==> config.mk <==
export PLATFORM = sky130hd
export DESIGN_NAME = mems_spi_top
export DESIGN_NICKNAME = d
export VERILOG_FILES = /design/src/source/mems_pkg.sv /design/src/source/mems_axis_sequencer.sv /design/src/source/mems_sample_unpack.sv /design/src/source/mems_spi_master.sv /design/src/source/mems_spi_top.sv
export SDC_FILE = /design/constraint.sdc
export NUM_CORES = 1
export LEC_CHECK = 0
export BUFFER_PORTS_ARGS = -buffer_cell sky130_fd_sc_hd__buf_2
export CAP_MARGIN = 10
export CORE_MARGIN = 5
export CORE_UTILIZATION = 30
export DETAILED_ROUTE_END_ITERATION = 16
export GPL_TIMING_DRIVEN = 1
export MAX_ROUTING_LAYER = met4
export PLACE_DENSITY_LB_ADDON = 0.1
export SLEW_MARGIN = 20
export SYNTH_ARGS = -nofsm -noshare
export SYNTH_HDL_FRONTEND = slang
export SYNTH_SLANG_ARGS = --single-unit
==> constraint.sdc <==
create_clock -name clk -period 5.35 [get_ports clk]
set_input_delay 0.2675 -clock clk [delete_from_list [all_inputs] [get_ports clk]]
set_output_delay 0.2675 -clock clk [all_outputs]
set_load 0.05 [all_outputs]
==> src/source/mems_pkg.sv <==
`default_nettype none

package mems_pkg;

  // 24-bit link frame: {read flag, address, data}
  localparam int FRAME_W = 24;
  localparam int ADDR_W  = 7;
  localparam int DATA_W  = 16;

  // sensor register map
  localparam logic [ADDR_W-1:0] REG_CTRL  = 7'h20;
  localparam logic [ADDR_W-1:0] REG_OUT_X = 7'h28;
  localparam logic [ADDR_W-1:0] REG_OUT_Y = 7'h2A;
  localparam logic [ADDR_W-1:0] REG_OUT_Z = 7'h2C;

  // 100 Hz output rate, all three axes enabled
  localparam logic [DATA_W-1:0] CTRL_INIT = 16'h0057;

  // reads per sample (x, y, z)
  localparam int NUM_AXES = 3;

endpackage

`default_nettype wire

==> src/source/mems_axis_sequencer.sv <==
`timescale 1ns/100ps
`default_nettype none

module mems_axis_sequencer import mems_pkg::*; (
  input  logic               clk,
  input  logic               rst,
  input  logic               sample_req,
  input  logic               busy,
  input  logic               new_data,
  output logic [FRAME_W-1:0] cmd_frame,
  output logic               start,
  output logic [1:0]         axis_idx,
  output logic               rd_frame,
  output logic               seq_busy
);

  typedef enum logic [1:0] {
    ST_CFG,  // control write after reset
    ST_WAIT, // frame in flight
    ST_IDLE
  } state_t;

  localparam logic [1:0] LAST_AXIS = 2'(NUM_AXES - 1);

  state_t             state_q, state_d;
  logic               start_q, start_d;
  logic [1:0]         axis_q, axis_d;
  logic               rd_q, rd_d;
  logic [FRAME_W-1:0] cmd_q, cmd_d;

  function automatic logic [FRAME_W-1:0] read_cmd(input logic [1:0] idx);
    logic [ADDR_W-1:0] addr;
    case (idx)
      2'd0:    addr = REG_OUT_X;
      2'd1:    addr = REG_OUT_Y;
      default: addr = REG_OUT_Z;
    endcase
    read_cmd = {1'b1, addr, {DATA_W{1'b0}}};
  endfunction

  always_comb begin
    state_d = state_q;
    start_d = 1'b0;
    axis_d  = axis_q;
    rd_d    = rd_q;
    cmd_d   = cmd_q;
    case (state_q)
      ST_CFG: begin
        if (!busy) begin
          cmd_d   = {1'b0, REG_CTRL, CTRL_INIT};
          start_d = 1'b1;
          state_d = ST_WAIT;
        end
      end
      ST_WAIT: begin
        if (new_data) begin
          if (rd_q && axis_q != LAST_AXIS) begin // next axis of this sample
            axis_d  = axis_q + 2'd1;
            cmd_d   = read_cmd(axis_q + 2'd1);
            start_d = 1'b1;
          end else begin
            state_d = ST_IDLE; // config done or z delivered
          end
        end
      end
      default: begin
        if (sample_req && !busy) begin // requests while busy are dropped
          axis_d  = 2'd0;
          rd_d    = 1'b1;
          cmd_d   = read_cmd(2'd0);
          start_d = 1'b1;
          state_d = ST_WAIT;
        end
      end
    endcase
  end

  always_ff @(posedge clk) begin
    if (rst) begin
      state_q <= ST_CFG;
      start_q <= 1'b0;
      axis_q  <= 2'd0;
      rd_q    <= 1'b0;
    end else begin
      state_q <= state_d;
      start_q <= start_d;
      axis_q  <= axis_d;
      rd_q    <= rd_d;
    end
  end

  // command word, stable until the frame's new_data
  always_ff @(posedge clk) begin
    cmd_q <= cmd_d;
  end

  assign cmd_frame = cmd_q;
  assign start     = start_q;
  assign axis_idx  = axis_q;
  assign rd_frame  = rd_q;
  assign seq_busy  = (state_q != ST_IDLE);

  // frame ends only come back for frames this block launched
  frame_end_a: assert property (@(posedge clk) disable iff (rst)
    new_data |-> state_q == ST_WAIT);

endmodule

`default_nettype wire

==> src/source/mems_sample_unpack.sv <==
`timescale 1ns/100ps
`default_nettype none

module mems_sample_unpack import mems_pkg::*; (
  input  logic               clk,
  input  logic               rst,
  input  logic               new_data,
  input  logic [FRAME_W-1:0] rx_frame,
  input  logic               rd_frame,
  input  logic [1:0]         axis_idx,
  output logic [DATA_W-1:0]  x_data,
  output logic [DATA_W-1:0]  y_data,
  output logic [DATA_W-1:0]  z_data,
  output logic               sample_valid
);

  localparam logic [1:0] LAST_AXIS = 2'(NUM_AXES - 1);

  logic [DATA_W-1:0] field;
  logic              capture;
  logic              last_axis;
  logic [DATA_W-1:0] hold_x_q, hold_y_q;
  logic [DATA_W-1:0] x_q, y_q, z_q;
  logic              valid_q;

  assign field     = rx_frame[DATA_W-1:0]; // data field of the returned frame
  assign capture   = new_data & rd_frame;  // config write echo is ignored
  assign last_axis = (axis_idx == LAST_AXIS);

  always_ff @(posedge clk) begin
    if (rst) begin
      valid_q <= 1'b0;
    end else begin
      valid_q <= capture & last_axis;
    end
  end

  always_ff @(posedge clk) begin
    if (capture) begin
      case (axis_idx)
        2'd0:    hold_x_q <= field;
        2'd1:    hold_y_q <= field;
        default: ;
      endcase
    end
    // all three outputs move together on the z frame
    if (capture && last_axis) begin
      x_q <= hold_x_q;
      y_q <= hold_y_q;
      z_q <= field;
    end
  end

  assign x_data       = x_q;
  assign y_data       = y_q;
  assign z_data       = z_q;
  assign sample_valid = valid_q;

  single_pulse_a: assert property (@(posedge clk) disable iff (rst)
    sample_valid |=> !sample_valid);

endmodule

`default_nettype wire

==> src/source/mems_spi_master.sv <==
`timescale 1ns/100ps
`default_nettype none

module mems_spi_master import mems_pkg::*; #(
  parameter int CLK_DIV = 2
) (
  input  logic               clk,
  input  logic               rst,
  input  logic               miso,
  input  logic [FRAME_W-1:0] cmd_frame,
  input  logic               start,
  output logic               sck,
  output logic               mosi,
  output logic               cs,
  output logic               busy,
  output logic               new_data,
  output logic [FRAME_W-1:0] rx_frame
);

  typedef enum logic [2:0] {
    ST_IDLE,
    ST_WAIT_HALF,
    ST_TRANSFER,
    ST_CS_TAIL,
    ST_GAP
  } state_t;

  localparam int BIT_W = $clog2(FRAME_W);

  // divider counts one sck period, sck high in its upper half
  localparam logic [CLK_DIV-1:0] DIV_LAST  = '1;
  localparam logic [CLK_DIV-1:0] HALF_LAST = CLK_DIV'((2 ** (CLK_DIV - 1)) - 1);
  localparam logic [BIT_W-1:0]   LAST_BIT  = BIT_W'(FRAME_W - 1);

  state_t             state_q, state_d;
  logic [CLK_DIV-1:0] div_q, div_d;
  logic [BIT_W-1:0]   bit_q, bit_d;
  logic [FRAME_W-1:0] shift_q, shift_d;
  logic [FRAME_W-1:0] rx_q, rx_d;
  logic               mosi_q, mosi_d;
  logic               cs_q, cs_d;
  logic               new_data_q, new_data_d;

  always_comb begin
    state_d    = state_q;
    div_d      = div_q + 1'b1;
    bit_d      = bit_q;
    shift_d    = shift_q;
    rx_d       = rx_q;
    mosi_d     = mosi_q;
    cs_d       = cs_q;
    new_data_d = 1'b0;
    case (state_q)
      ST_IDLE: begin
        div_d = '0;
        bit_d = '0;
        if (start) begin
          cs_d    = 1'b0;
          state_d = ST_WAIT_HALF;
        end
      end
      ST_WAIT_HALF: begin
        shift_d = cmd_frame;
        mosi_d  = cmd_frame[FRAME_W-1]; // msb valid before first rise
        if (div_q == DIV_LAST) begin
          div_d   = '0;
          state_d = ST_TRANSFER;
        end
      end
      ST_TRANSFER: begin
        if (div_q == HALF_LAST) begin
          shift_d = {shift_q[FRAME_W-2:0], miso}; // sample just before sck rises
        end
        if (div_q == DIV_LAST) begin // sck falls here
          if (bit_q == LAST_BIT) begin
            rx_d    = shift_q;
            state_d = ST_CS_TAIL;
          end else begin
            bit_d  = bit_q + 1'b1;
            mosi_d = shift_q[FRAME_W-1];
          end
        end
      end
      ST_CS_TAIL: begin
        if (div_q == HALF_LAST) begin
          div_d   = '0;
          cs_d    = 1'b1;
          state_d = ST_GAP;
        end
      end
      ST_GAP: begin
        if (div_q == HALF_LAST) begin
          mosi_d     = 1'b0;
          new_data_d = 1'b1;
          state_d    = ST_IDLE;
        end
      end
      default: state_d = ST_IDLE;
    endcase
  end

  always_ff @(posedge clk) begin
    if (rst) begin
      state_q    <= ST_IDLE;
      div_q      <= '0;
      bit_q      <= '0;
      mosi_q     <= 1'b0;
      cs_q       <= 1'b1; // deselected out of reset
      new_data_q <= 1'b0;
    end else begin
      state_q    <= state_d;
      div_q      <= div_d;
      bit_q      <= bit_d;
      mosi_q     <= mosi_d;
      cs_q       <= cs_d;
      new_data_q <= new_data_d;
    end
  end

  always_ff @(posedge clk) begin
    shift_q <= shift_d;
    rx_q    <= rx_d;
  end

  assign sck      = (state_q == ST_TRANSFER) & div_q[CLK_DIV-1];
  assign mosi     = mosi_q;
  assign cs       = cs_q;
  assign busy     = (state_q != ST_IDLE);
  assign new_data = new_data_q;
  assign rx_frame = rx_q;

  // a frame is only launched into an idle master
  start_idle_a: assert property (@(posedge clk) disable iff (rst) start |-> !busy);

endmodule

`default_nettype wire

==> src/source/mems_spi_top.sv <==
`timescale 1ns/100ps
`default_nettype none

module mems_spi_top import mems_pkg::*; #(
  parameter int CLK_DIV = 2
) (
  input  logic              clk,
  input  logic              rst,
  input  logic              sample_req,
  input  logic              miso,
  output logic              sck,
  output logic              mosi,
  output logic              cs,
  output logic              seq_busy,
  output logic              sample_valid,
  output logic [DATA_W-1:0] x_data,
  output logic [DATA_W-1:0] y_data,
  output logic [DATA_W-1:0] z_data
);

  logic [FRAME_W-1:0] cmd_frame;
  logic [FRAME_W-1:0] rx_frame;
  logic               start;
  logic               busy;
  logic               new_data;
  logic [1:0]         axis_idx;
  logic               rd_frame;

  mems_axis_sequencer u_seq (
    .clk        (clk),
    .rst        (rst),
    .sample_req (sample_req),
    .busy       (busy),
    .new_data   (new_data),
    .cmd_frame  (cmd_frame),
    .start      (start),
    .axis_idx   (axis_idx),
    .rd_frame   (rd_frame),
    .seq_busy   (seq_busy)
  );

  mems_spi_master #(.CLK_DIV(CLK_DIV)) u_spi (
    .clk       (clk),
    .rst       (rst),
    .miso      (miso),
    .cmd_frame (cmd_frame),
    .start     (start),
    .sck       (sck),
    .mosi      (mosi),
    .cs        (cs),
    .busy      (busy),
    .new_data  (new_data),
    .rx_frame  (rx_frame)
  );

  mems_sample_unpack u_unpack (
    .clk          (clk),
    .rst          (rst),
    .new_data     (new_data),
    .rx_frame     (rx_frame),
    .rd_frame     (rd_frame),
    .axis_idx     (axis_idx),
    .x_data       (x_data),
    .y_data       (y_data),
    .z_data       (z_data),
    .sample_valid (sample_valid)
  );

endmodule

`default_nettype wire

======== Word level (Yosys, flattened, before mapping) ========
Index checks and enable logic that the tools add are counted.
word-level totals
  register bits ........................... 164
  word-level logic and storage cells ...... 125
cells by class
  add/sub/neg operators ................... 3
  mux-type cells .......................... 43
  reductions and logical operators ........ 29
  eq/ne operators ......................... 25
  bitwise gates (word level) .............. 6
operators by type and width
  cell                 number
  $mux 24              5
  $pmux 24 s2          2
  $mux 2               9
  $mux 3               6
  $ne 2x1->1 const B   8
  $reduce_and 4->1     4
  $pmux 3 s5           1
  $ne 2x2->1 const B   6
  $mux 1               10
  $mux 5               2
  $pmux 5 s2           1
  $reduce_and 3->1     3
  $reduce_bool 3->1    3
  $eq 2x1->1 const B   4
  $pmux 2 s2           2
  $reduce_and 2->1     4
  $reduce_bool 2->1    4
  $eq 3x2->1 const B   2
  $logic_not 2->1      3
  $pmux 2 s3           1
  $pmux 3 s2           1
  $reduce_and 6->1     1
  $add 5x1->5 const B  1
  $eq 5x5->1 const B   1
  12 further kinds     22

======== Logic depth before layout (Yosys ltp) ========
  depth after elaboration ................. 6
  depth in mapped cells ................... 6
  mapped depth without buffers ............ 6

======== By module ========
From an unflattened synthesis, not the netlist that was laid out.
unflattened totals
  cells, all modules ...................... 384
  area, all modules ....................... 5634.2 µm²
modules (own cells, without submodules)
  module               cells each  instances  area an instance (µm²)
  mems_spi_master      226         1          2532.4
  mems_sample_unpack   86          1          2463.6
  mems_axis_sequencer  72          1          638.1

======== Least setup slack after synthesis ========
Ideal clock, no wire load.
  path kind ............................... register to register
  start ................................... register u_spi.state_q[1]
  end ..................................... register u_spi.shift_q[0] (enable)
  path slack .............................. 2.974 ns
  cell stages (with the launch flop) ...... 5
  path buffers ............................ 2
  data required time ...................... 4.945 ns
  arrival ................................. 1.971 ns
  clock period less this slack ............ 2.376 ns
  cells stage by stage .................... dfxtp_1 buf_2 buf_1 mux2_2 nor2_1
between the ends
  word-level cells in the longest chain between the ends .. 3
  elaborated cells between the ends (all ways) .. 5
RTL lines
  item                                                              RTL line                source
  start: declaration                                                mems_spi_master.sv:35   state_t state_q, state_d;
  start signal: assignment                                          mems_spi_master.sv:111  state_q <= state_d;
  $eq 3x2->1 or $eq 3x1->1 (tied branches)                          mems_spi_master.sv:53   case (state_q)
  $ne 2x1->1 (no source line) or $reduce_bool 2->1 (tied branches)  -
  $reduce_and 2->1 (no source line) (*)                             -
  end signal: assignment                                            mems_spi_master.sv:121  shift_q <= shift_d;
  end: declaration                                                  mems_spi_master.sv:38   logic [FRAME_W-1:0] shift_q, shift_d;
Mark *: on every way between the ends. The rest lies on a longest branch, timed or not.
A chain may end at the register's enable or synchronous reset.

======== Final worst setup path ========
  start ................................... register u_spi.state_q[1]
  end ..................................... output port sck
between the ends
  word-level cells in the longest chain between the ends .. 2
RTL lines
  item              RTL line                source
  $eq 3x2->1        mems_spi_master.sv:125  assign sck = (state_q == ST_TRANSFER) & div_q[CLK_DIV-1];
  $and 1x1->1       mems_spi_master.sv:125
  end: declaration  mems_spi_top.sv:11      output logic sck,
No other way between the ends.

==> impl_metrics.yaml <==
floorplan:
  die_h_um: 140
  start_util: 0.307
  rows: 47
  die_area_sq_um: 19700
  core-area_sq_um: 16600
  die_x_um: 140
  io_pins: 57
synthesis:
  synth_top_family_by_area: "simple AND/OR/NAND/NOR gates"
  syn-num-nets: 324
  synth_fa_ha_area_frac: 0.0196
  synth.area.mux_share: 0.00416
  ys_types: 41
  postSynthCellCount: 312
  synth_xor_area_frac: 0
  syn_avg_cell_area_sq_um: 16.4
  synthArstFlopShare: 0
  synth_ff_type: "edfxtp_1"
  ys_ff_latch: 144
  synth-seq-area-share: 0.807
  synth_compound_area_frac: 0.0546
  syn_area_sq_um: 5110
  ys.warnings.count: 0
  synth-edff-count: 124
  synthSimpleGateAreaFrac: 0.0958
global_routing:
  grt_pass1_vias: 2606
  grt_overflow: 0
  antenna_found_initial: 0
  grt_util_all_layers: 0.0954
  grt_pass1_wl_um: 13900
  grt_start_max_net_pins: 50
timing:
  tightest_slew_ps: 889
  skew_ps: 7.59
  fin_tns_setup_ps: 0
  slew_headroom: 0.407
  period_minus_slack_ps: 2370
  post-route-period-util: 0.443
  finalSetupViolCount: 0
  rsz0062_at_grt: "no"
  holdWs_ps: 152
  fmaxAchievable_mhz: 422
  slew_violations: 0
  hold_violations: 0
cells_and_area:
  stdcell_count: 609
  n_antenna_cell: 0
  layout_common_cells: "124 x edfxtp_1, 56 x buf_2, 24 x nand2_1"
  drive_gt1_frac: 0.257
  fill_cells: 1579
  final_common_cell: "edfxtp_1"
  syn_to_final_growth_pct: 22.6
  nets: 389
  utilization: 0.376
  final_cell_area_sq_um: 6260
route:
  drt_pass1_iterations: 5
  vias_per_cell: 4.31
  routed-via-count: 2627
  wire_per_inst_um: 13.8
  wl_um: 8410
  drc: 0
  drtAntennaViolNets: 0
  drt_iter0_markers: 73
setup_path:
  cp-end-kind: "output pin"
  crit_path_max_fanout: 41
  setup.worst_path.start: "u_spi.state_q[1]"
  r2r_setup_slack_ps: 3330
  path_class: "reg -> out"
  r2r_cells: 4
  cp-endpoint: "sck"
  worstPathArrival_ps: 2100
  r2r-end: "u_spi.rx_frame[13]"
  start_kind: "flip-flop"
  timing.rr.start: "u_spi.state_q[1]"
  cp.required_ps: 5080
clock_tree:
  cts_root_buf: "clkbuf_16"
  clockBufferDepth: 2
  postCtsSetupBuffers: 0
  cts_resized: 0
  hold_buffers: 0
  cts_made_buffers: 17
  cts_max_level: 4
  cts_num_sinks: 144
  cts_tree: "built"
  clk_pin_slew_ps: 60
  clk_latency_ps: 410
flow_run:
  cap_violations: 0
placement:
  gp_congestion: 0.776
  placed_cells: 578
  dp_hpwl_um: 5240
  io_buffer_count: 56
  dpl_cell_area_sq_um: 5650
power:
  seqPwrFrac: 0.493
  power.density_nw_per_um2: 401
  p_comb_frac: 0.020
  p_int_mw: 2.03
  ir_worst_vdd_v: 0.000218
  p_clk_frac: 0.487
  p_leak_nw: 2.22
  netSwitchingFraction: 0.193
  power.switching_uw: 484
min_path:
  hold_path.class: "in -> reg"
  worstHoldStart: "miso"
outcome:
  outcome: "complete, no violations"
-- worst min-delay path by stage --
| stage | cells past startpoint | to | slack (ps) |
|---|---|---|---|
| final | 2 | u_spi.shift_q[0] | 150 |
| after global routing | 2 | u_spi.shift_q[0] | 140 |
| after CTS | 2 | u_spi.shift_q[0] | 140 |
| after detailed placement | 0 | u_unpack.y_data[11] | 400 |
| after global placement | 0 | u_unpack.y_data[0] | 400 |
| after floorplan | 0 | u_unpack.x_data[0] | 400 |
-- cell families (layout without fill, tap and decap cells) --
group | after synthesis | after routing
compound gates | 41 | 41
fa+ha+maj | 8 | 8
buf+inv | 24 | 101
flops | 144 | 144
mux | 2 | 2
simple gates | 93 | 93
-- worst max-delay path, stage by stage, from the launching register on --
cell and delay (ps):
dfxtp_1 330, buf_4 350, or3b_1 570, nor2_1 160, buf_2 280
-- area by class of cell --
class,instances,area (sq um),area share
sequential,144,4120,0.659
multi-input combinational,144,902,0.144
clock buffer,19,433,0.0691
timing repair buffer,59,303,0.0484
tap,220,275,0.0440
clock inverter,12,183,0.0292
inverter,11,41.3,0.00659
-- state kept, by name (all words and copies together), names as in the netlist --
register and flops:
u_spi.new_data 1, u_seq.cmd_frame 4, u_spi.state_q 3, u_seq.rd_frame 1, u_seq.start 1, u_unpack.y_data 16
u_spi.div_q 2, u_spi.rx_frame 16, u_spi.shift_q 24, u_unpack.sample_valid 1, u_seq.state_q 2, u_unpack.hold_y_q 16
u_unpack.z_data 16, u_unpack.hold_x_q 16, u_unpack.x_data 16, u_seq.axis_idx 2, u_spi.mosi 1, u_spi.bit_q 5
u_spi.cs 1
-- routing by layer --
layer  track usage  wire (um)  up-vias
met5             -          0        -
met4        0.0382         91        0
met3        0.0406        533        6
met2         0.141       3910       73
met1         0.116       3870     1246
li1              -          -     1302
-- synthesized netlist by cell type, types with 3 or more instances --
cell type | instances | area share
or2_2 | 5 | 0.0061
nand3_1 | 5 | 0.0049
edfxtp_1 | 124 | 0.73
nand2b_1 | 7 | 0.0086
a21o_1 | 7 | 0.010
inv_1 | 11 | 0.0081
ha_1 | 8 | 0.020
a31oi_1 | 3 | 0.0037
and3_1 | 17 | 0.021
nand2_1 | 24 | 0.018
buf_2 | 4 | 0.0039
and2_1 | 5 | 0.0061
dfxtp_1 | 20 | 0.078
nor2_1 | 11 | 0.0081
nor2b_1 | 3 | 0.0037
clkbuf_1 | 8 | 0.0059
o22ai_1 | 3 | 0.0037
a21oi_1 | 15 | 0.015
nor3_1 | 7 | 0.0069
-- per-stage QoR --
stage	setup WS [ps]	power, mW
floorplan	2970	1.29
global placement	3030	1.31
detailed placement	3310	1.31
CTS	2930	2.55
global route	2820	2.61
finish	2980	2.51
-- power by group through the flow --
| stage | Sequential [mW] | Combinational [mW] | Clock [mW] |
|---|---|---|---|
| after floorplan | 1.26 | 0.0343 | 0 |
| after global placement | 1.26 | 0.0508 | 0 |
| after detailed placement | 1.26 | 0.0513 | 0 |
| after CTS | 1.24 | 0.0515 | 1.26 |
| after global routing | 1.24 | 0.0574 | 1.31 |
| final | 1.24 | 0.0506 | 1.22 |
Power figures use the tool's default switching activity.
